===== src/hw/rv_mem_pkg.sv =====
package rv_mem_pkg;

    localparam int dmem_words        = 256;                   // doublewords in the data RAM.
    localparam int dmem_idx_bits     = $clog2(dmem_words);    // doubleword index width.
    localparam int dmem_data_bits    = 64;                    // one doubleword per RAM entry.
    localparam int dmem_strb_bits    = dmem_data_bits / 8;    // one strobe per byte lane.
    localparam int dmem_off_bits     = $clog2(dmem_strb_bits); // byte offset inside a word.
    localparam int dmem_addr_bits    = 64;                    // byte address width.
    localparam int dmem_read_latency = 2;                     // edges from accept to rvalid.

    // Memory opcodes of the execute bundle.
    typedef enum logic [3:0] {
        mem_none = 4'd0,
        mem_lb   = 4'd1,
        mem_lh   = 4'd2,
        mem_lw   = 4'd3,
        mem_ld   = 4'd4,
        mem_lbu  = 4'd5,
        mem_lhu  = 4'd6,
        mem_lwu  = 4'd7,
        mem_sb   = 4'd8,
        mem_sh   = 4'd9,
        mem_sw   = 4'd10,
        mem_sd   = 4'd11
    } mem_op_e;

    // One data RAM request, valid for a single cycle.
    typedef struct packed {
        logic                      en;    // request is present.
        logic                      we;    // store when set, load otherwise.
        logic [dmem_addr_bits-1:0] addr;  // doubleword aligned byte address.
        logic [dmem_data_bits-1:0] wdata; // store data already placed in its lanes.
        logic [dmem_strb_bits-1:0] wstrb; // byte lanes written by a store.
    } dmem_req_t;

endpackage


===== src/hw/rv_pipe_pkg.sv =====
package rv_pipe_pkg;

    localparam int xlen          = 64; // integer data path width.
    localparam int reg_addr_bits = 5;  // 32 architectural registers.
    localparam int inst_bits     = 32; // instruction word width.

    // Write-back result source. Only the mem value has bit 1 set, which marks a load.
    typedef enum logic [2:0] {
        regin_none = 3'b000,
        regin_alu  = 3'b001,
        regin_mem  = 3'b010,
        regin_pc4  = 3'b100
    } regin_sel_e;

    typedef struct packed {
        logic [xlen-1:0]          pc;
        rv_mem_pkg::mem_op_e      mem_op;
        logic [xlen-1:0]          addr;       // effective byte address.
        logic [xlen-1:0]          store_data; // store value in its low bits.
        logic [xlen-1:0]          alu_out;
        logic                     reg_wen;
        logic [reg_addr_bits-1:0] rd_addr;
        regin_sel_e               regin_sel;
        logic [inst_bits-1:0]     inst;
        logic                     bubble;     // inserted nop, never writes a register.
    } ex_mem_bus_t;

    typedef struct packed {
        logic [xlen-1:0]          pc;
        logic [8:0]               rstrb;      // bit 8 is the signed flag, 7:0 the result lanes.
        logic [2:0]               shamt;      // byte offset of the load inside the word.
        logic [xlen-1:0]          alu_out;
        logic                     reg_wen;
        logic [reg_addr_bits-1:0] rd_addr;
        regin_sel_e               regin_sel;
        logic [inst_bits-1:0]     inst;
        logic                     bubble;
    } mem_wb_bus_t;

    typedef struct packed {
        logic [xlen-1:0]          pc;
        logic [reg_addr_bits-1:0] rd_addr;
        logic                     wen;
        logic [xlen-1:0]          wdata;
        logic [inst_bits-1:0]     inst;
    } wb_commit_t;

endpackage


===== src/hw/mem_wb_reg.sv =====
`timescale 1ns/10ps

module mem_wb_reg import rv_pipe_pkg::*; (
    input  logic            I_sys_clk,
    input  logic            I_rst,
    input  logic            mem_wb_valid,
    output logic            mem_wb_allowin,
    input  mem_wb_bus_t     mem_wb_bus,
    input  logic [xlen-1:0] mem_data,
    input  logic            mem_data_valid,
    output logic            wb_valid,
    output mem_wb_bus_t     wb_bus,
    output logic [xlen-1:0] wb_mem_data
);

    logic        valid_q;
    mem_wb_bus_t bus_q;
    logic        wait_mem;

    // A held load may not leave before its data arrives.
    assign wait_mem       = bus_q.regin_sel[1];
    assign wb_valid       = valid_q && (!wait_mem || mem_data_valid);
    assign mem_wb_allowin = !valid_q || wb_valid;  // write-back always accepts.

    always_ff @(posedge I_sys_clk) begin
        if (I_rst) begin
            valid_q <= 1'b0;
        end else if (mem_wb_allowin) begin
            valid_q <= mem_wb_valid;
        end
    end

    always_ff @(posedge I_sys_clk) begin
        if (mem_wb_allowin && mem_wb_valid) begin
            bus_q <= mem_wb_bus;
        end
    end

    assign wb_bus      = bus_q;
    assign wb_mem_data = mem_data; // load data is used in the cycle rvalid is high.

endmodule


===== config.mk =====
export PLATFORM = sky130hd
export DESIGN_NAME = mem_wb_reg
export DESIGN_NICKNAME = d
export VERILOG_FILES = /design/src/hw/rv_mem_pkg.sv /design/src/hw/rv_pipe_pkg.sv /design/src/hw/mem_wb_reg.sv
export SDC_FILE = /design/constraint.sdc
export NUM_CORES = 1
export LEC_CHECK = 0
export BUFFER_PORTS_ARGS = -buffer_cell sky130_fd_sc_hd__buf_2
export CORE_AREA = 2 2 191 193
export DETAILED_ROUTE_END_ITERATION = 8
export DIE_AREA = 0 0 193 195
export GPL_TIMING_DRIVEN = 0
export PLACE_DENSITY = 0.42
export REMOVE_ABC_BUFFERS = 1
export SYNTH_ARGS = -nofsm -noshare
export SYNTH_HDL_FRONTEND = slang
export SYNTH_SLANG_ARGS = --single-unit
export TNS_END_PERCENT = 10

===== constraint.sdc =====
create_clock -name I_sys_clk -period 2.2 [get_ports I_sys_clk]
set_clock_uncertainty 0.05 [all_clocks]
set_input_delay 0.44 -clock I_sys_clk [delete_from_list [all_inputs] [get_ports I_sys_clk]]
set_output_delay 0.44 -clock I_sys_clk [all_outputs]
set_load 0.005 [all_outputs]

Yosys cells after proc, flatten, opt, wreduce, memory -nomap -nowiden:

Index checks and enable logic that the tools add are counted.

* flip-flop bits (word level): 183
* input bits: 250
* output and inout port bits: 248
* word-level logic and storage cells: 16

* reductions and logical operators: 6

Operator list (count)
* $logic_and 1x1->1: 2
* $logic_not 1->1: 2
* $logic_or 1x1->1: 2

Logic depth before layout (Yosys ltp):

Gate-level depths: netlist of run 1.

* depth in word-level cells: 5
* mapped depth: 2
* mapped depth without buffers: 2

Least setup slack after synthesis of run 1:

No wires, ideal clock.

* kind: input -> register
* start point: in mem_data_valid
* end point: reg bus_q, in the netlist wb_bus[0], enable pin
* library setup time: 0.417 ns
* arrival: 1.891 ns
* required time: 1.733 ns
* path slack: -0.157 ns
* stages on the path: 2
* path buffers: 0
* cells stage by stage: nand3b_4 and2_4

* word-level cells in the longest chain between the ends: 4

RTL lines
* from (decl): RTL line mem_wb_reg.sv:10 `input logic mem_data_valid,`
* $logic_or 1x1->1: RTL line mem_wb_reg.sv:22 `assign wb_valid = valid_q && (!wait_mem || mem_data_valid);`
* $logic_and 1x1->1: RTL line mem_wb_reg.sv:22
* $logic_or 1x1->1: RTL line mem_wb_reg.sv:23 `assign mem_wb_allowin = !valid_q || wb_valid;`
* $logic_and 1x1->1: RTL line mem_wb_reg.sv:34 `if (mem_wb_allowin && mem_wb_valid) begin`
* to (signal assigned): RTL line mem_wb_reg.sv:35 `bus_q <= mem_wb_bus;`
* to (decl): RTL line mem_wb_reg.sv:17 `mem_wb_bus_t bus_q;`

No other way between the ends.
A chain may end at the register's enable or synchronous reset.

Worst setup path after layout of run 1:

* start point: reg bus_q, in the netlist wb_bus[34]
* end point: reg bus_q, in the netlist wb_bus[101], enable pin

* word-level cells in the longest chain between the ends: 5

RTL lines (RTL line)
* $logic_not 1->1: mem_wb_reg.sv:22
* $logic_or 1x1->1: mem_wb_reg.sv:22
* $logic_and 1x1->1: mem_wb_reg.sv:22
* $logic_or 1x1->1: mem_wb_reg.sv:23
* $logic_and 1x1->1: mem_wb_reg.sv:34

No other way between the ends.

==> flow_metrics.env, run 1 <==
export IMPL_status="finished clean"
export IMPL_syn_inst=253
export IMPL_arrival_ps=2050
export IMPL_cts_tree="yes"
export IMPL_cts_clk_slew_worst_paths_ps=70
export IMPL_grt_pass1_wl_um=29000
export IMPL_die_width_um=193
export IMPL_drive_above_1_share_pct=68.3
export IMPL_drtIter0Drc=146
export IMPL_yosysTopAreaCell="edfxtp_1"
export IMPL_crit_fanout=59
export IMPL_cpMaxStageDelayCell="edfxtp_1"
export IMPL_dp_hpwl_um=18600
export IMPL_vias=3625
export IMPL_p_total_uw=7880
export IMPL_path_class="register to register"
export IMPL_fin_cells=1053
export IMPL_avgSynthCellArea_sq_um=23.8
export IMPL_powerDensity_mw_per_mm2=911
export IMPL_viasPerCell=3.44
export IMPL_maxSlewViolCount=0
export IMPL_yosysSeqAreaShare_pct=91.1
export IMPL_slowest_delay_ps=440
export IMPL_rsz0062_at_grt="false"
export IMPL_ys_types=8
export IMPL_clock_sink_count=183
export IMPL_die_area_sq_mm=0.0376
export IMPL_critical_path_top_delay_family="buffers and inverters"
export IMPL_rows=69
export IMPL_synth_ff_latch_count=183
export IMPL_drv_cap=0
export IMPL_placed_area_sq_mm=0.00804
export IMPL_clock_root_buffer="clkbuf_16"
export IMPL_hold_viol_final=0
export IMPL_max_freq_ghz=0.505
export IMPL_overflow=0
export IMPL_multi_input_area_sq_um=45.0
export IMPL_layout_nets=830
export IMPL_critPathRequiredTime_ps=2270
export IMPL_design_area_sq_mm=0.00865
export IMPL_ir_drop_mv=0.524
export IMPL_cp_buffers_inverters=2
export IMPL_portBuffers=369
export IMPL_clk_latency_ps=430
export IMPL_worst_pin_slew_ps=337
export IMPL_hold_buffers=0
export IMPL_netlist_area_sq_mm=0.00602
export IMPL_drc=0
export IMPL_ctsHtreeMaxLevel=4
export IMPL_worst_hold_path_num_cells=1
export IMPL_fin_crit_ps=1980
export IMPL_post_place_cells=1022
export IMPL_final_util_pct=24.4
export IMPL_gp_congestion=0.817
export IMPL_ys_top_cells_by_area="edfxtp_1 (91%), buf_4 (8.0%), dfxtp_1 (0.33%), nand3b_4 (0.33%), a21oi_2 (0.15%)"
export IMPL_antenna_left=0
export IMPL_critPathLaunchType="register"
export IMPL_start_util_pct=17.0
export IMPL_yosysWarnings=0
export IMPL_path_cells="nand3b_4 -> and2_4 -> buf_16 -> buf_16"
export IMPL_worst_path_stages=4
export IMPL_grtUsageTotal_pct=11.8
export IMPL_clockBufferDepth=2
export IMPL_grt_max_degree=61
export IMPL_fp_dieH_um=195
export IMPL_r2r_cells=4
export IMPL_n_fill_cell=3719
export IMPL_relSlewSlack_pct=77.5
export IMPL_regArea_sq_mm=0.00549
export IMPL_areaGrowthSynthToFinish_pct=43.8
export IMPL_leakage_uw=0.00360
export IMPL_grt_pass1_vias=3669
export IMPL_finalSetupTns_ps=0
export IMPL_min_path_type="primary input to register"
export IMPL_core_area_sq_mm=0.0354
export IMPL_cts_setup_buffers=0
export IMPL_dr_pass1_iters=4
export IMPL_setup_viol=0
export IMPL_cts_inserted_buffers=17
export IMPL_antenna_found_initial=4
export IMPL_cts_resized_gates=0
export IMPL_post_route_period_util_pct=90.1
export IMPL_crit_top_cell="buf_16"
export IMPL_end_kind="register"
export IMPL_avgRoutedWirePerCell_um=21.6
export IMPL_synth_top_cell_area_share_pct=90.8
export IMPL_pin_count=498
export IMPL_wl_um=22700
-- power by group --
part / total, uW / switching (uW) / leakage (uW) / internal (uW)
sequential: 4120 / 46.3 / 0.00178 / 4070
combinational: 510 / 253 / 0.00153 / 257
clock: 3250 / 1370 / 0.000289 / 1890
-- Yosys cell counts, drive strengths merged --
cell and n:
edfxtp 182, buf 64, inv 2, a21boi 1, a21oi 1, and2 1, dfxtp 1, nand3b 1
-- worst paths after layout --
check                            start                     to  slack [ps]
setup / recovery  wb_bus[34]$_DFFE_PP_  wb_bus[101]$_DFFE_PP_         220
hold / removal          mem_wb_bus[20]   wb_bus[20]$_DFFE_PP_         120
setup reg to reg  wb_bus[34]$_DFFE_PP_  wb_bus[101]$_DFFE_PP_         220
hold reg to reg   valid_q$_SDFFE_PP0P_   valid_q$_SDFFE_PP0P_         460
-- area by class of cell --
cell class,count,area share (%)
multi-input combinational,4,0.521
sequential,183,63.4
clock buffer,17,4.92
timing repair buffer,372,22.3
clock inverter,12,2.07
antenna,2,0.0578
tap,461,6.67
inverter,2,0.0868
-- sequential cells by signal (all words and copies together), names as in the netlist --
name,cells
wb_bus,182
valid_q,1
-- metrics by stage --
step | hold slack [ps] | setup WS [ps]
CTS | 75.7 | 211
detailed placement | 459 | 57.2
finish | 118 | 218
floorplan | 442 | -157
global placement | 449 | -949
global route | 74.5 | 98.9
-- per-layer routing --
metal,track usage [%],part of all wire (%),vias up
li1,-,-,1552
met3,15.4,27,25
met5,6.23,1.4,-
met4,3.56,1.1,8
met2,15.2,40,329
met1,10.5,31,1711
-- cells by family after synthesis --
family | count (synthesis) | synth area share [%]
and+or+nand+nor | 2 | 0.478
DFF | 183 | 91.1
buffers and inverters | 66 | 8.11
AOI/OAI and AO/OA | 2 | 0.270
-- cell usage in the layout (no fill, tap or decap), types with 2 or more instances in the layout --
master,Yosys,layout
clkinv_4,0,2
diode_2,0,2
buf_2,0,369
buf_16,0,3
clkbuf_16,0,17
bufinv_16,0,4
inv_1,2,2
edfxtp_1,182,182
clkinvlp_4,0,2
inv_6,0,2
Power figures use the tool's default switching activity.
==> run 2: changes to the inputs <==
--- a/config.mk
+++ b/config.mk
@@ -6,11 +6,13 @@
 export NUM_CORES = 1
 export LEC_CHECK = 0
 export BUFFER_PORTS_ARGS = -buffer_cell sky130_fd_sc_hd__buf_2
-export CORE_AREA = 2 2 191 193
+export CELL_PAD_IN_SITES_DETAIL_PLACEMENT = 1
+export CELL_PAD_IN_SITES_GLOBAL_PLACEMENT = 2
+export CORE_AREA = 2 2 194 196
 export DETAILED_ROUTE_END_ITERATION = 8
-export DIE_AREA = 0 0 193 195
+export DIE_AREA = 0 0 196 198
 export GPL_TIMING_DRIVEN = 0
-export PLACE_DENSITY = 0.42
+export PLACE_DENSITY = 0.6
 export REMOVE_ABC_BUFFERS = 1
 export SYNTH_ARGS = -nofsm -noshare
 export SYNTH_HDL_FRONTEND = slang
==> flow_metrics.env, run 2 (synthesis gave the netlist of run 1 again) <==
export IMPL_dp_hpwl_um=19500
export IMPL_portBuffers=369
export IMPL_cts_clk_slew_worst_paths_ps=70
export IMPL_rows=71
export IMPL_clock_sink_count=183
export IMPL_avgRoutedWirePerCell_um=23.1
export IMPL_fin_cells=1071
export IMPL_grt_pass1_wl_um=31400
export IMPL_grt_max_degree=69
export IMPL_maxSlewViolCount=0
export IMPL_largest_register_ffs=182
export IMPL_die_width_um=196
export IMPL_clock_root_buffer="clkbuf_16"
export IMPL_start_util_pct=16.3
export IMPL_overflow=0
export IMPL_max_freq_ghz=0.501
export IMPL_setup_viol=0
export IMPL_slowest_delay_ps=450
export IMPL_critical_path_top_delay_family="flip-flops"
export IMPL_status="finished clean"
export IMPL_path_cells="a21boi_0 -> buf_2"
export IMPL_path_class="register to primary output"
export IMPL_cts_tree="yes"
export IMPL_antenna_found_initial=7
export IMPL_ctsHtreeMaxLevel=4
export IMPL_worst_pin_slew_ps=700
export IMPL_hold_viol_final=0
export IMPL_critPathRequiredTime_ps=1710
export IMPL_cts_setup_buffers=0
export IMPL_fp_dieH_um=198
export IMPL_rsz0062_at_grt="false"
export IMPL_drive_above_1_share_pct=68.4
export IMPL_n_fill_cell=4081
export IMPL_wl_um=24700
export IMPL_critPathLaunch="wb_bus[34]$_DFFE_PP_"
export IMPL_viasPerCell=3.49
export IMPL_drc=0
export IMPL_layout_nets=832
export IMPL_vias=3733
export IMPL_layout_common_cells="buf_2 (369), edfxtp_1 (182), clkbuf_16 (18)"
export IMPL_antenna_left=0
export IMPL_clockBufferDepth=2
export IMPL_cpMaxStageDelayCell="edfxtp_1"
export IMPL_post_route_period_util_pct=90.8
export IMPL_leakage_uw=0.00360
export IMPL_areaGrowthSynthToFinish_pct=43.8
export IMPL_hold_buffers=0
export IMPL_end_kind="primary output"
export IMPL_final_util_pct=23.4
export IMPL_grtUsageTotal_pct=12.5
export IMPL_cts_inserted_buffers=17
export IMPL_grt_pass1_vias=3876
export IMPL_mostFrequentLayoutCell="buf_2"
export IMPL_finalSetupTns_ps=0
export IMPL_core_area_sq_mm=0.0370
export IMPL_drv_cap=0
export IMPL_drtIter0Drc=140
export IMPL_cts_resized_gates=0
export IMPL_arrival_ps=1510
export IMPL_pin_count=498
export IMPL_ir_drop_mv=0.517
export IMPL_relSlewSlack_pct=53.3
export IMPL_gp_congestion=0.729
export IMPL_crit_fanout=3
export IMPL_min_path_type="primary input to register"
export IMPL_dr_pass1_iters=5
export IMPL_crit_reg2reg_launch="wb_bus[34]$_DFFE_PP_"
export IMPL_clk_latency_ps=440
export IMPL_min_from="I_rst"
export IMPL_powerDensity_mw_per_mm2=894
export IMPL_fin_crit_ps=2000
export IMPL_cp_buffers_inverters=1
export IMPL_critPathLaunchType="register"
export IMPL_post_place_cells=1034
export IMPL_die_area_sq_mm=0.0388
==> run 2: cell types whose count changed in the layout (fill, tap and decap cells not counted), sizes merged <==
cell and delta:
and2 +2, buf -1, bufinv -2, clkbuf +2, clkinv +4, clkinvlp -1, inv +1
==> run 2: layer usage <==
| layer | vias to the layer above | routed length, um | global-route usage [%] | part of all wire, % |
|---|---|---|---|---|
| li1 | 1558 | - | - | - |
| met1 | 1750 | 8700 | 12.1 | 35 |
| met2 | 374 | 10100 | 16.4 | 41 |
| met3 | 33 | 5000 | 12.9 | 20 |
| met4 | 18 | 440 | 5.13 | 1.8 |
| met5 | - | 516 | 8.68 | 2.1 |
==> run 2: worst reg2reg max path: cells and delay by family (launching register included) <==
family	cells	cell delay [ps]
buf+inv	2	540
flops	1	450
simple gates	2	520
==> run 2: area by class of cell <==
class | instances | area, sq um | share of cell area [%]
Sequential cell | 183 | 5490 | 63.4
Multi-Input combinational cell | 6 | 60.1 | 0.694
Tap cell | 474 | 593 | 6.85
Antenna cell | 2 | 5.00 | 0.0578
Clock inverter | 14 | 150 | 1.73
Clock buffer | 18 | 429 | 4.96
Timing Repair Buffer | 372 | 1930 | 22.3
Inverter | 2 | 7.51 | 0.0867
==> run 2: repair_timing <==
item,CTS,global route
cloned,2,1
pin swaps,1,0
endpoints found under the setup margin,62,48
==> run 2: path summary, 6_finish.rpt <==
check,slack [ps],end,cells past startpoint
max,200,wb_valid,2
min,110,valid_q$_SDFFE_PP0P_,2
max reg2reg,210,wb_bus[26]$_DFFE_PP_,4
min reg2reg,510,valid_q$_SDFFE_PP0P_,2
==> run 2: report_power, final <==
group          switching [uW]  internal [uW]
clock                    1400           1690
combinational             271            257
sequential               48.0           4070
==> run 2: stage by stage <==
stage	power, uW	hold slack (ps)	worst slack [ps]	cell area [sq um]
after CTS	7920	64.1	63.4	8630
after global placement	4710	454	-901	7980
after detailed placement	4730	464	-364	8030
after global routing	8070	73.4	56.2	8660
after floorplan	4300	442	-157	5540
final	7740	105	203	8660
