`src/hw/rv_mem_pkg.sv`:
```
package rv_mem_pkg;

    localparam int dmem_words        = 256;                   // doublewords in the data RAM.
    localparam int dmem_idx_bits     = $clog2(dmem_words);    // doubleword index width.
    localparam int dmem_data_bits    = 64;                    // one doubleword per RAM entry.
    localparam int dmem_strb_bits    = dmem_data_bits / 8;    // one strobe per byte lane.
    localparam int dmem_off_bits     = $clog2(dmem_strb_bits); // byte offset inside a word.
    localparam int dmem_addr_bits    = 64;                    // byte address width.
    localparam int dmem_read_latency = 2;                     // edges from accept to rvalid.

    // Memory opcodes of the execute bundle.
    typedef enum logic [3:0] {
        mem_none = 4'd0,
        mem_lb   = 4'd1,
        mem_lh   = 4'd2,
        mem_lw   = 4'd3,
        mem_ld   = 4'd4,
        mem_lbu  = 4'd5,
        mem_lhu  = 4'd6,
        mem_lwu  = 4'd7,
        mem_sb   = 4'd8,
        mem_sh   = 4'd9,
        mem_sw   = 4'd10,
        mem_sd   = 4'd11
    } mem_op_e;

    // One data RAM request, valid for a single cycle.
    typedef struct packed {
        logic                      en;    // request is present.
        logic                      we;    // store when set, load otherwise.
        logic [dmem_addr_bits-1:0] addr;  // doubleword aligned byte address.
        logic [dmem_data_bits-1:0] wdata; // store data already placed in its lanes.
        logic [dmem_strb_bits-1:0] wstrb; // byte lanes written by a store.
    } dmem_req_t;

endpackage

```
`src/hw/rv_pipe_pkg.sv`:
```
package rv_pipe_pkg;

    localparam int xlen          = 64; // integer data path width.
    localparam int reg_addr_bits = 5;  // 32 architectural registers.
    localparam int inst_bits     = 32; // instruction word width.

    // Write-back result source. Only the mem value has bit 1 set, which marks a load.
    typedef enum logic [2:0] {
        regin_none = 3'b000,
        regin_alu  = 3'b001,
        regin_mem  = 3'b010,
        regin_pc4  = 3'b100
    } regin_sel_e;

    typedef struct packed {
        logic [xlen-1:0]          pc;
        rv_mem_pkg::mem_op_e      mem_op;
        logic [xlen-1:0]          addr;       // effective byte address.
        logic [xlen-1:0]          store_data; // store value in its low bits.
        logic [xlen-1:0]          alu_out;
        logic                     reg_wen;
        logic [reg_addr_bits-1:0] rd_addr;
        regin_sel_e               regin_sel;
        logic [inst_bits-1:0]     inst;
        logic                     bubble;     // inserted nop, never writes a register.
    } ex_mem_bus_t;

    typedef struct packed {
        logic [xlen-1:0]          pc;
        logic [8:0]               rstrb;      // bit 8 is the signed flag, 7:0 the result lanes.
        logic [2:0]               shamt;      // byte offset of the load inside the word.
        logic [xlen-1:0]          alu_out;
        logic                     reg_wen;
        logic [reg_addr_bits-1:0] rd_addr;
        regin_sel_e               regin_sel;
        logic [inst_bits-1:0]     inst;
        logic                     bubble;
    } mem_wb_bus_t;

    typedef struct packed {
        logic [xlen-1:0]          pc;
        logic [reg_addr_bits-1:0] rd_addr;
        logic                     wen;
        logic [xlen-1:0]          wdata;
        logic [inst_bits-1:0]     inst;
    } wb_commit_t;

endpackage

```
`src/hw/wb_stage.sv`:
```
`timescale 1ns/10ps

module wb_stage import rv_pipe_pkg::*; (
    input  logic            wb_valid,
    input  mem_wb_bus_t     wb_bus,
    input  logic [xlen-1:0] wb_mem_data,
    output logic            commit_valid,
    output wb_commit_t      commit
);

    logic [xlen-1:0] shifted;
    logic [xlen-1:0] lane_mask;
    logic            msb;
    logic            sign;
    logic [xlen-1:0] load_val;
    logic [xlen-1:0] wdata;

    assign shifted = wb_mem_data >> {wb_bus.shamt, 3'b000}; // loaded bytes move to bit 0.

    always_comb begin
        for (int i = 0; i < 8; i++) begin
            lane_mask[8*i +: 8] = {8{wb_bus.rstrb[i]}};
        end
    end

    always_comb begin
        case (wb_bus.rstrb[7:0])
            8'h01:   msb = shifted[7];
            8'h03:   msb = shifted[15];
            8'h0f:   msb = shifted[31];
            default: msb = shifted[63];
        endcase
    end

    assign sign     = wb_bus.rstrb[8] && msb;
    // bits above the access are filled with the sign, or zero for unsigned loads.
    assign load_val = (shifted & lane_mask) | ({xlen{sign}} & ~lane_mask);

    always_comb begin
        case (wb_bus.regin_sel)
            regin_alu: wdata = wb_bus.alu_out;
            regin_mem: wdata = load_val;
            regin_pc4: wdata = wb_bus.pc + xlen'(4);
            default:   wdata = '0;
        endcase
    end

    assign commit_valid   = wb_valid;
    assign commit.pc      = wb_bus.pc;
    assign commit.rd_addr = wb_bus.rd_addr;
    assign commit.wen     = wb_bus.reg_wen && (wb_bus.rd_addr != '0) && !wb_bus.bubble; // x0 stays zero.
    assign commit.wdata   = wdata;
    assign commit.inst    = wb_bus.inst;

endmodule

```
`config.mk`:
```
export PLATFORM = sky130hd
export DESIGN_NAME = wb_stage
export DESIGN_NICKNAME = d
export VERILOG_FILES = /design/src/hw/rv_mem_pkg.sv /design/src/hw/rv_pipe_pkg.sv /design/src/hw/wb_stage.sv
export SDC_FILE = /design/constraint.sdc
export NUM_CORES = 1
export LEC_CHECK = 0
export ABC_AREA = 1
export BUFFER_PORTS_ARGS = -buffer_cell sky130_fd_sc_hd__buf_2
export CAP_MARGIN = 20
export CORE_AREA = 2 2 161 163
export DETAILED_ROUTE_END_ITERATION = 10
export DIE_AREA = 0 0 163 165
export PLACE_DENSITY = 0.6
export SYNTH_ARGS = -nofsm -noshare
export SYNTH_HDL_FRONTEND = slang
export SYNTH_SLANG_ARGS = --single-unit
```
`constraint.sdc`:
```
create_clock -name vclk -period 1.5
set_input_delay 0.075 -clock vclk [all_inputs]
set_output_delay 0.075 -clock vclk [all_outputs]
set_load 0.02 [all_outputs]
```
# Yosys cells after proc, flatten, opt, wreduce, memory -nomap -nowiden
# Cells that the tools add are included.
# op_classes
addsub,1
reduce_logical,5
n_eq_ne,6
shifts,1
mux,2
bitwise_logic,4
# ops
operator,n
one-hot mux 64 bit (3 select lines),1
bitwise AND 64 bit,2
"adder 64 x 3 -> 64 bit, second input constant",1
inverter 64 bit,1
bitwise OR 64 bit,1
>> shifter 64 x 6 -> 64 bit,1
"equality test 8 x 1 -> 1 bit, second input constant",1
"equality test 8 x 2 -> 1 bit, second input constant",1
"equality test 8 x 4 -> 1 bit, second input constant",1
nonzero test 5 bit,1
"equality test 3 x 1 -> 1 bit, second input constant",1
"equality test 3 x 2 -> 1 bit, second input constant",1
"equality test 3 bit, second input constant",1
logical AND 1 bit,3
one-hot mux 1 bit (3 select lines),1
zero test 1 bit,1
# word_totals
ff_bits,0
input_bits,247
out_inout_bits,167
wordCells,19

# Depth between registers and ports, before layout
# Gate-level depths: netlist (run 1).
# depth
word_depth,6
depth_mapped,13
mapped_depth_nobuf,13

# Least setup slack after synthesis (run 1)
# Ideal clock, no wire load.
# synth_path
kind,input to output
start,input port wb_bus[120] (netlist bit)
end,output port commit[78] (netlist bit)
t_arrival_ps,1361
path_buffers,0
required_time_ps,1425
slack_ps,64
path_stages,13
cell_sequence,ha_1 nand2_2 nor2_2 nand2_4 nor2_4 nand3_1 nor2_2 nand2_1 nand2_1 nand3_1 nand2_1 inv_1 nand2_1
# synth_lines
item,line_no,source
start: declaration,wb_stage.sv:5,"input mem_wb_bus_t wb_bus,"
end: declaration,wb_stage.sv:8,output wb_commit_t commit

==> results of run 1 <==
-- through the flow --
stage	setup slack [ps]	total power, uW	TNS, ps	instances
2_1_floorplan	64.23	1457	0	1409
3_3_place_gp	-314.7	2602	-14290	2190
3_5_place_dp	-348.1	2596	-14270	2190
4_1_cts	-129.5	3197	-4217	2205
5_1_grt	-180.7	3660	-7977	2220
6_report	-120.7	3465	-3927	2220
-- metal layers --
metal,up-vias,routed length (um),GRT usage [%]
met5,-,0,0
met4,0,1344,8.648
met3,72,2487,2.260
met2,494,21180,54.35
met1,5174,16720,35.14
li1,5346,-,-
-- worst max path at each step --
stage                      from          to  slack (ps)
floorplan           wb_bus[120]  commit[78]          60
global placement    wb_bus[106]  commit[57]        -310
detailed placement  wb_bus[120]  commit[60]        -350
CTS                 wb_bus[121]  commit[78]        -130
global route        wb_bus[107]  commit[36]        -180
finish              wb_bus[107]  commit[36]        -120
-- cell type report --
cell class / instances / area [um2] / share of cell area, %
multi-input combinational: 1095 / 7027 / 54.32
timing repair buffer: 640 / 4892 / 37.82
inverter: 155 / 603.1 / 4.662
tap: 330 / 412.9 / 3.192
-- synthesized netlist by cell type (2+ instances only) --
master | n | share of area (%)
buf_1 | 3 | 0.17
buf_6 | 5 | 0.85
nand2_1 | 554 | 31
clkbuf_1 | 22 | 1.2
inv_1 | 149 | 8.4
nand4_1 | 27 | 2.5
o211ai_1 | 11 | 1.2
nor3_1 | 14 | 1.1
xor2_1 | 3 | 0.39
nand3b_1 | 2 | 0.23
a22o_1 | 3 | 0.39
a22oi_1 | 2 | 0.23
nor2_2 | 5 | 0.47
clkinv_1 | 2 | 0.11
o21bai_1 | 4 | 0.45
nor2_1 | 134 | 7.6
a31o_2 | 2 | 0.26
mux2i_1 | 11 | 1.7
nor3_2 | 5 | 0.75
inv_2 | 3 | 0.17
nand2_4 | 9 | 1.5
and2_1 | 2 | 0.19
nor2_4 | 3 | 0.51
or2_2 | 13 | 1.2
a21oi_1 | 50 | 3.8
buf_2 | 24 | 1.8
nand3_1 | 155 | 12
a31oi_1 | 5 | 0.47
xnor2_1 | 4 | 0.53
o21ai_0 | 53 | 4.0
buf_4 | 105 | 12
o21a_1 | 10 | 1.1
-- report_power, final --
part           internal, uW  switching (uW)
clock network             0               0
registers                 0               0
logic                  1500            1970
total                  1500            1970
-- what timing repair did --
item | CTS | global route
resized for setup | 622 | 212
setup endpoints to repair | 64 | 64
cloned | 3 | 0
pin swaps | 118 | 112
setup buffers | 14 | 17
-- cell families after synthesis --
kind of cell / synth area share, %
AND/OR/NAND/NOR: 59.86
adder cells (fa/ha/maj): 0.1878
XOR/XNOR: 0.9204
AO/OA/AOI/OAI: 12.72
multiplexers: 1.653
buffers and inverters: 24.66
==> results.yml, run 1 <==
status:
  status: "complete, but fails checks"
  violations: "negative setup slack"
placement:
  io_buffers: 348
  dpl_cell_area_um2: 9856
  globalplace.congestion: 0.9490
  dp_hpwl_mm: 34.57
final_layout:
  final_core_util_pct: 51.66
  fillers: 2597
  diodes: 0
  final_common_cell: "nand2_1"
  final_cell_mix: "357 x nand2_1, 272 x buf_4, 240 x buf_2"
  drive_gt1_share_pct: 58.04
  nets: 2140
  clock_buffers: 0
  area_delta_synth_final_pct: 94.18
  layout.area.seq_um2: 0
  postLayoutCellArea_um2: 12930
  seq_cells: 0
worst_hold_path:
  min_path_type: "in2out"
  min_from: "wb_bus[1]"
  min_path_cells: 0
  whs_endpoint: "commit[0]"
setup_path:
  critical_path.slowest_cell: "clkbuf_4"
  worst-path-stages: 13
  arrival_ps: 1550
  cp-start-kind: "input port"
  crit_top_cell: "nand2_2"
  critPathKind: "in2out"
  path_delay_family: "simple AND/OR/NAND/NOR gates"
  crit_required_ps: 1420
  cp-end-kind: "primary output"
  cp_max_fo: 8
  crit_chain: "clkbuf_4 > buf_6 > nand3_2 > nand3_2 > nand2_2 > nand2_2 > nand4_4 > nand2_8 > buf_8 > nand2_8 > nand2_2 > nand2_2 > buf_6"
  crit_path_max_incr_delay_ps: 170
  path_buf_inv: 4
pwr:
  powerDensity_nw_per_um2: 267.9
  vdd_ir_drop_max_mv: 0.1589
  p_leak_uw: 0.006658
floorplanning:
  die_w_um: 163
  io_pins: 414
  core-area_um2: 25040
  die_height_um: 165
  dieArea_um2: 26900
  start_util_pct: 26.61
  num_rows: 58
detailed_routing:
  drt_iter0_markers: 794
  drc: 0
  postRouteAntennaNets: 0
  via_count: 11090
  first_pass_iters: 5
  wl_per_cell_um: 18.80
  viasPerCell: 4.994
  drt_wl_total_mm: 41.73
global_routing:
  grt_pass1_vias: 10810
  grt_max_degree: 30
  antenna_found_initial: 0
  grt_util_all_layers_pct: 29.00
  gr-total-overflow: 0
  grt_pass1_wl_mm: 60.13
timing:
  max_freq_mhz: 617.0
  whs_ps: 150.0
  setup-violations-final: 58
  hold_violations: 0
  setup_ws_ps: -120.7
  worstMarginPinSlew_ps: 388.9
  period_needed_ps: 1621
  rsz0062_at_grt: "true"
  fin_crit_sh_pct: 108.0
  drv_slew: 0
  relSlewSlack_pct: 73.96
clocking:
  postCtsHoldBufs: 0
synthesis:
  synth_nets: 1657
  syn_avg_cell_area_um2: 4.728
  synth_area_um2: 6661
  synth.distinct_cells: 47
  yosysWarnings: 0
  ys_seq_area_share_pct: 0
  synthCells: 1409
run:
  max_cap_violations: 0
No activity file was read; power rests on OpenSTA's default activity.
==> inputs of run 2 (changes only) <==
--- a/config.mk
+++ b/config.mk
@@ -8,10 +8,10 @@
 export ABC_AREA = 1
 export BUFFER_PORTS_ARGS = -buffer_cell sky130_fd_sc_hd__buf_2
 export CAP_MARGIN = 20
-export CORE_AREA = 2 2 161 163
+export CORE_AREA = 2 2 160 162
 export DETAILED_ROUTE_END_ITERATION = 10
-export DIE_AREA = 0 0 163 165
-export PLACE_DENSITY = 0.6
+export DIE_AREA = 0 0 162 164
+export PLACE_DENSITY = 0.63
 export SYNTH_ARGS = -nofsm -noshare
 export SYNTH_HDL_FRONTEND = slang
 export SYNTH_SLANG_ARGS = --single-unit
==> constraint.sdc (replaced) <==
create_clock -name vclk -period 1.45
set_input_delay 0.0725 -clock vclk [all_inputs]
set_output_delay 0.0725 -clock vclk [all_outputs]
set_load 0.02 [all_outputs]
==> run 2 against run 1 <==
  * The run still ends with negative setup slack left
  * Non-clock buffer count is 5 lower
  * Total power fell by 1.2%
  * Highest routed layer unchanged
  * Design area down 2.7%
  * Die area down 1.2%
  * Clock-buffer cell count did not move
  * Routed wire length fell by 1.4%
  * Worst hold slack lost 5.0 ps
==> results.yml, run 2 (synthesis results as in run 1) <==
status:
  status: "complete, but fails checks"
  violations: "negative setup slack"
setup_path:
  cp_max_fo: 5
  cp-end-kind: "primary output"
  startpoint: "wb_bus[120]"
  path_delay_family: "simple AND/OR/NAND/NOR gates"
  critPathKind: "in2out"
  cp-start-kind: "input port"
  path_buf_inv: 6
  critical_path.slowest_cell: "nor3_4"
  crit_chain: "buf_8 > buf_6 > inv_4 > nor2_4 > nand2_4 > nor3_4 > buf_6 > nand3_2 > nand2_2 > nand3_2 > nand2_2 > inv_2 > nand2_2 > buf_6"
  crit_required_ps: 1380
  arrival_ps: 1550
  crit_path_max_incr_delay_ps: 260
detailed_routing:
  wl_per_cell_um: 18.56
  drc: 0
  postRouteAntennaNets: 0
  drt_iter0_markers: 932
  viasPerCell: 4.952
  drt_wl_total_mm: 41.15
  first_pass_iters: 6
  via_count: 10980
timing:
  setup_ws_ps: -176.6
  fin_crit_sh_pct: 112.2
  max_freq_mhz: 614.8
  relSlewSlack_pct: 77.37
  worstMarginPinSlew_ps: 339.0
  hold_violations: 0
  period_needed_ps: 1627
  setup-violations-final: 64
  drv_slew: 0
  rsz0062_at_grt: "true"
global_routing:
  grt_max_degree: 52
  grt_pass1_vias: 10600
  antenna_found_initial: 1
  gr-total-overflow: 0
  grt_pass1_wl_mm: 58.82
  grt_util_all_layers_pct: 28.83
floorplanning:
  io_pins: 414
  start_util_pct: 26.84
  core-area_um2: 24820
  num_rows: 58
  die_height_um: 164
  dieArea_um2: 26570
  die_w_um: 162
pwr:
  clock_power_share_pct: 0
  sequentialPowerShare_pct: 0
  powerDensity_nw_per_um2: 272.1
  net-switching-power_uw: 1971
  p_comb_share_pct: 100.0
  fin_total_pwr_uw: 3423
  vdd_ir_drop_max_mv: 0.1397
  intPower_uw: 1452
  p_leak_uw: 0.006633
  swShare_pct: 57.59
final_layout:
  layout.area.seq_um2: 0
  nets: 2136
  stdcell_count: 2217
  final_cell_mix: "357 x nand2_1, 277 x buf_4, 246 x buf_2"
  clock_buffers: 0
  drive_gt1_share_pct: 57.00
  seq_cells: 0
  area_delta_synth_final_pct: 88.86
  final_common_cell: "nand2_1"
worst_hold_path:
  min_path_type: "in2out"
  whs_endpoint: "commit[6]"
  min_from: "wb_bus[7]"
  min_path_cells: 0
placement:
  io_buffers: 348
  globalplace.congestion: 0.9770
  dp_cells: 2186
  dp_hpwl_mm: 34.51
run:
  max_cap_violations: 0
-- run 2: changes by cell type in the layout (fill, tap and decap cells not counted), moves of 8 or more --
cell / delta
buf_12: -13
buf_8: -8
nand2_4: +8
a21oi_1: +11
a21oi_2: -9
nor2_4: -9
nand3_1: +8
-- run 2: per-layer routing --
metal  share of wire (%)  vias to the layer above  GRT usage [%]
li1                    -                     5334              -
met1                  40                     5015          35.30
met2                  49                      541          52.17
met3                 7.1                       89          3.308
met4                 4.0                        0          9.976
met5                   0                        -              0
-- run 2: timing repair --
item	4_1_cts	5_1_grt
resized for setup	462	324
buffers inserted	13	18
endpoints found under the setup margin	64	64
pin swaps	88	137
hold buffers	0	0
gates cloned	2	2
-- run 2: how the worst max path moves through the flow --
stage	endpoint	slack, ps	cells past startpoint
4_1_cts	commit[78]	-210	16
3_3_place_gp	commit[89]	-420	14
6_report	commit[89]	-180	14
2_1_floorplan	commit[78]	20	13
3_5_place_dp	commit[89]	-420	14
5_1_grt	commit[93]	-260	16
-- run 2: stage by stage --
step	setup WS [ps]	cell area [um2]	hold WS [ps]	util [%]	setup TNS [ps]
3_5_place_dp	-417.5	9738	145.1	39.24	-17230
2_1_floorplan	19.23	6661	257.6	-	0
5_1_grt	-262.7	12580	145.0	50.69	-12320
6_report	-176.6	12580	145.0	50.69	-7218
3_3_place_gp	-416.0	9738	145.1	39.24	-16910
4_1_cts	-210.3	11360	145.1	45.78	-8766
-- run 2: power by group through the flow --
stage / combinational, uW / clock, uW / sequential (uW)
2_1_floorplan: 1510 / 0 / 0
3_3_place_gp: 2650 / 0 / 0
3_5_place_dp: 2650 / 0 / 0
4_1_cts: 3100 / 0 / 0
5_1_grt: 3630 / 0.0000922 / 0
6_report: 3420 / 0.0000923 / 0
-- run 2: layout make-up --
class | count | area, um2
timing repair inverter | 1 | 5.005
multi-input combinational | 1095 | 6902
inverter | 155 | 605.6
timing repair buffer | 635 | 4653
fill | 2649 | 12240
tap | 330 | 412.9
antenna | 1 | 2.502
==> inputs of run 3 (changes only) <==
--- a/config.mk
+++ b/config.mk
@@ -8,10 +8,12 @@
 export ABC_AREA = 1
 export BUFFER_PORTS_ARGS = -buffer_cell sky130_fd_sc_hd__buf_2
 export CAP_MARGIN = 20
-export CORE_AREA = 2 2 160 162
+export CELL_PAD_IN_SITES_DETAIL_PLACEMENT = 1
+export CELL_PAD_IN_SITES_GLOBAL_PLACEMENT = 2
+export CORE_MARGIN = 2
+export CORE_UTILIZATION = 17
 export DETAILED_ROUTE_END_ITERATION = 10
-export DIE_AREA = 0 0 162 164
-export PLACE_DENSITY = 0.63
+export PLACE_DENSITY = 0.85
 export SYNTH_ARGS = -nofsm -noshare
 export SYNTH_HDL_FRONTEND = slang
 export SYNTH_SLANG_ARGS = --single-unit
==> run 3 against run 2 <==
  * The run still ends with negative setup slack left
  * First-iteration DRC count shrank 44%
  * Combinational power grew 6.4%
  * Via count grew 1.2%
  * Critical path depth shrank 1
  * Die area grew 54%
  * Sequential share of layout area is the same
  * Largest cell class unchanged
  * Largest power group unchanged
==> results.yml, run 3 (synthesis results as in run 1) <==
detailed_routing:
  drt_wl_total_mm: 48.10
  drt_iter0_markers: 525
  via_count: 11110
  drc: 0
  postRouteAntennaNets: 0
  viasPerCell: 4.569
  first_pass_iters: 5
  wl_per_cell_um: 19.78
setup_path:
  critPathKind: "in2out"
  cp-end-kind: "primary output"
  arrival_ps: 1590
  cp-start-kind: "input port"
  cp_max_fo: 8
  crit_required_ps: 1380
worst_hold_path:
  min_path_cells: 0
  min_from: "wb_bus[13]"
  min_path_type: "in2out"
  whs_endpoint: "commit[12]"
final_layout:
  drive_gt1_share_pct: 57.31
  stdcell_count: 2432
  layout.area.seq_um2: 0
  final_common_cell: "nand2_1"
  diodes: 0
  nets: 2164
  final_cell_mix: "364 x nand2_1, 289 x buf_4, 253 x buf_2"
  area_delta_synth_final_pct: 98.69
  seq_cells: 0
  clock_buffers: 0
placement:
  globalplace.congestion: 0.9242
  dp_hpwl_mm: 41.42
  io_buffers: 348
  dp_cells: 2404
timing:
  relSlewSlack_pct: 75.22
  worstMarginPinSlew_ps: 367.8
  rsz0062_at_grt: "true"
  setup-violations-final: 64
  finalSetupTns_ps: -8967
  period_needed_ps: 1660
  max_freq_mhz: 602.2
  fin_crit_sh_pct: 114.5
  setup_ws_ps: -210.4
  whs_ps: 145.0
  drv_slew: 0
  hold_violations: 0
run:
  max_cap_violations: 0
floorplanning:
  die_w_um: 202.0
  io_pins: 414
  dieArea_um2: 40780
  die_height_um: 202.0
  core-area_um2: 38650
  start_util_pct: 17.24
  num_rows: 72
global_routing:
  grt_pass1_wl_mm: 70.40
  gr-total-overflow: 0
  grt_max_degree: 31
  grt_pass1_vias: 11870
  grt_util_all_layers_pct: 22.41
  antenna_found_initial: 0
pwr:
  powerDensity_nw_per_um2: 275.3
  p_leak_uw: 0.006828
  vdd_ir_drop_max_mv: 0.1384
status:
  violations: "negative setup slack"
  status: "complete, but fails checks"
run 3: through the flow:
step	util [%]	worst slack [ps]	power, uW	instance area, um2
after global placement	26.78	-493.0	2824	10350
after detailed placement	26.78	-457.1	2852	10350
after floorplan	-	19.23	1507	6661
final	34.25	-210.4	3644	13240
after CTS	31.41	-215.4	3344	12140
after global routing	34.25	-294.6	3882	13240
run 3: repair_timing:
item | in CTS | in global routing
gates resized for setup | 511 | 286
pin swaps | 92 | 124
buffers inserted | 18 | 13
setup endpoints to repair | 64 | 64
hold buffers | 0 | 0
run 3: worst max-delay path, stage by stage:
cell     delay (ps)
buf_12          120
buf_12          150
nand2_2          80
nand3_2          90
nand3_2          90
nand3_2         110
nand4_4         130
nand2_8         200
buf_6           150
nand2_8         100
nand2_4         100
nand2_2          50
buf_6           130
run 3: worst max path at each step:
stage	from	to	slack, ps	depth (start not counted)
after detailed placement	wb_bus[148]	commit[84]	-460	12
after global placement	wb_bus[148]	commit[84]	-490	12
after CTS	wb_bus[121]	commit[78]	-220	16
after global routing	wb_bus[120]	commit[67]	-290	16
final	wb_bus[106]	commit[39]	-210	13
after floorplan	wb_bus[120]	commit[78]	20	13
run 3: final cells by class:
type,instances,area (um2)
fill,5009,25410
inverter,155,611.8
multi-input combinational,1095,6955
tap,518,648.1
timing repair buffer,664,5020
run 3: layer usage:
layer	wire, um	part of all wire, %	vias up	track usage, %
met3	1848	3.8	67	1.951
li1	-	-	5387	-
met5	0	0	-	0
met4	1558	3.2	0	5.672
met2	24610	51	326	42.38
met1	20090	42	5333	26.98
run 3: where the power goes:
part           total, uW  internal [uW]  leakage, uW  switching [uW]
sequential             0              0            0               0
combinational       3640           1560      0.00683            2090
clock                  0              0            0               0
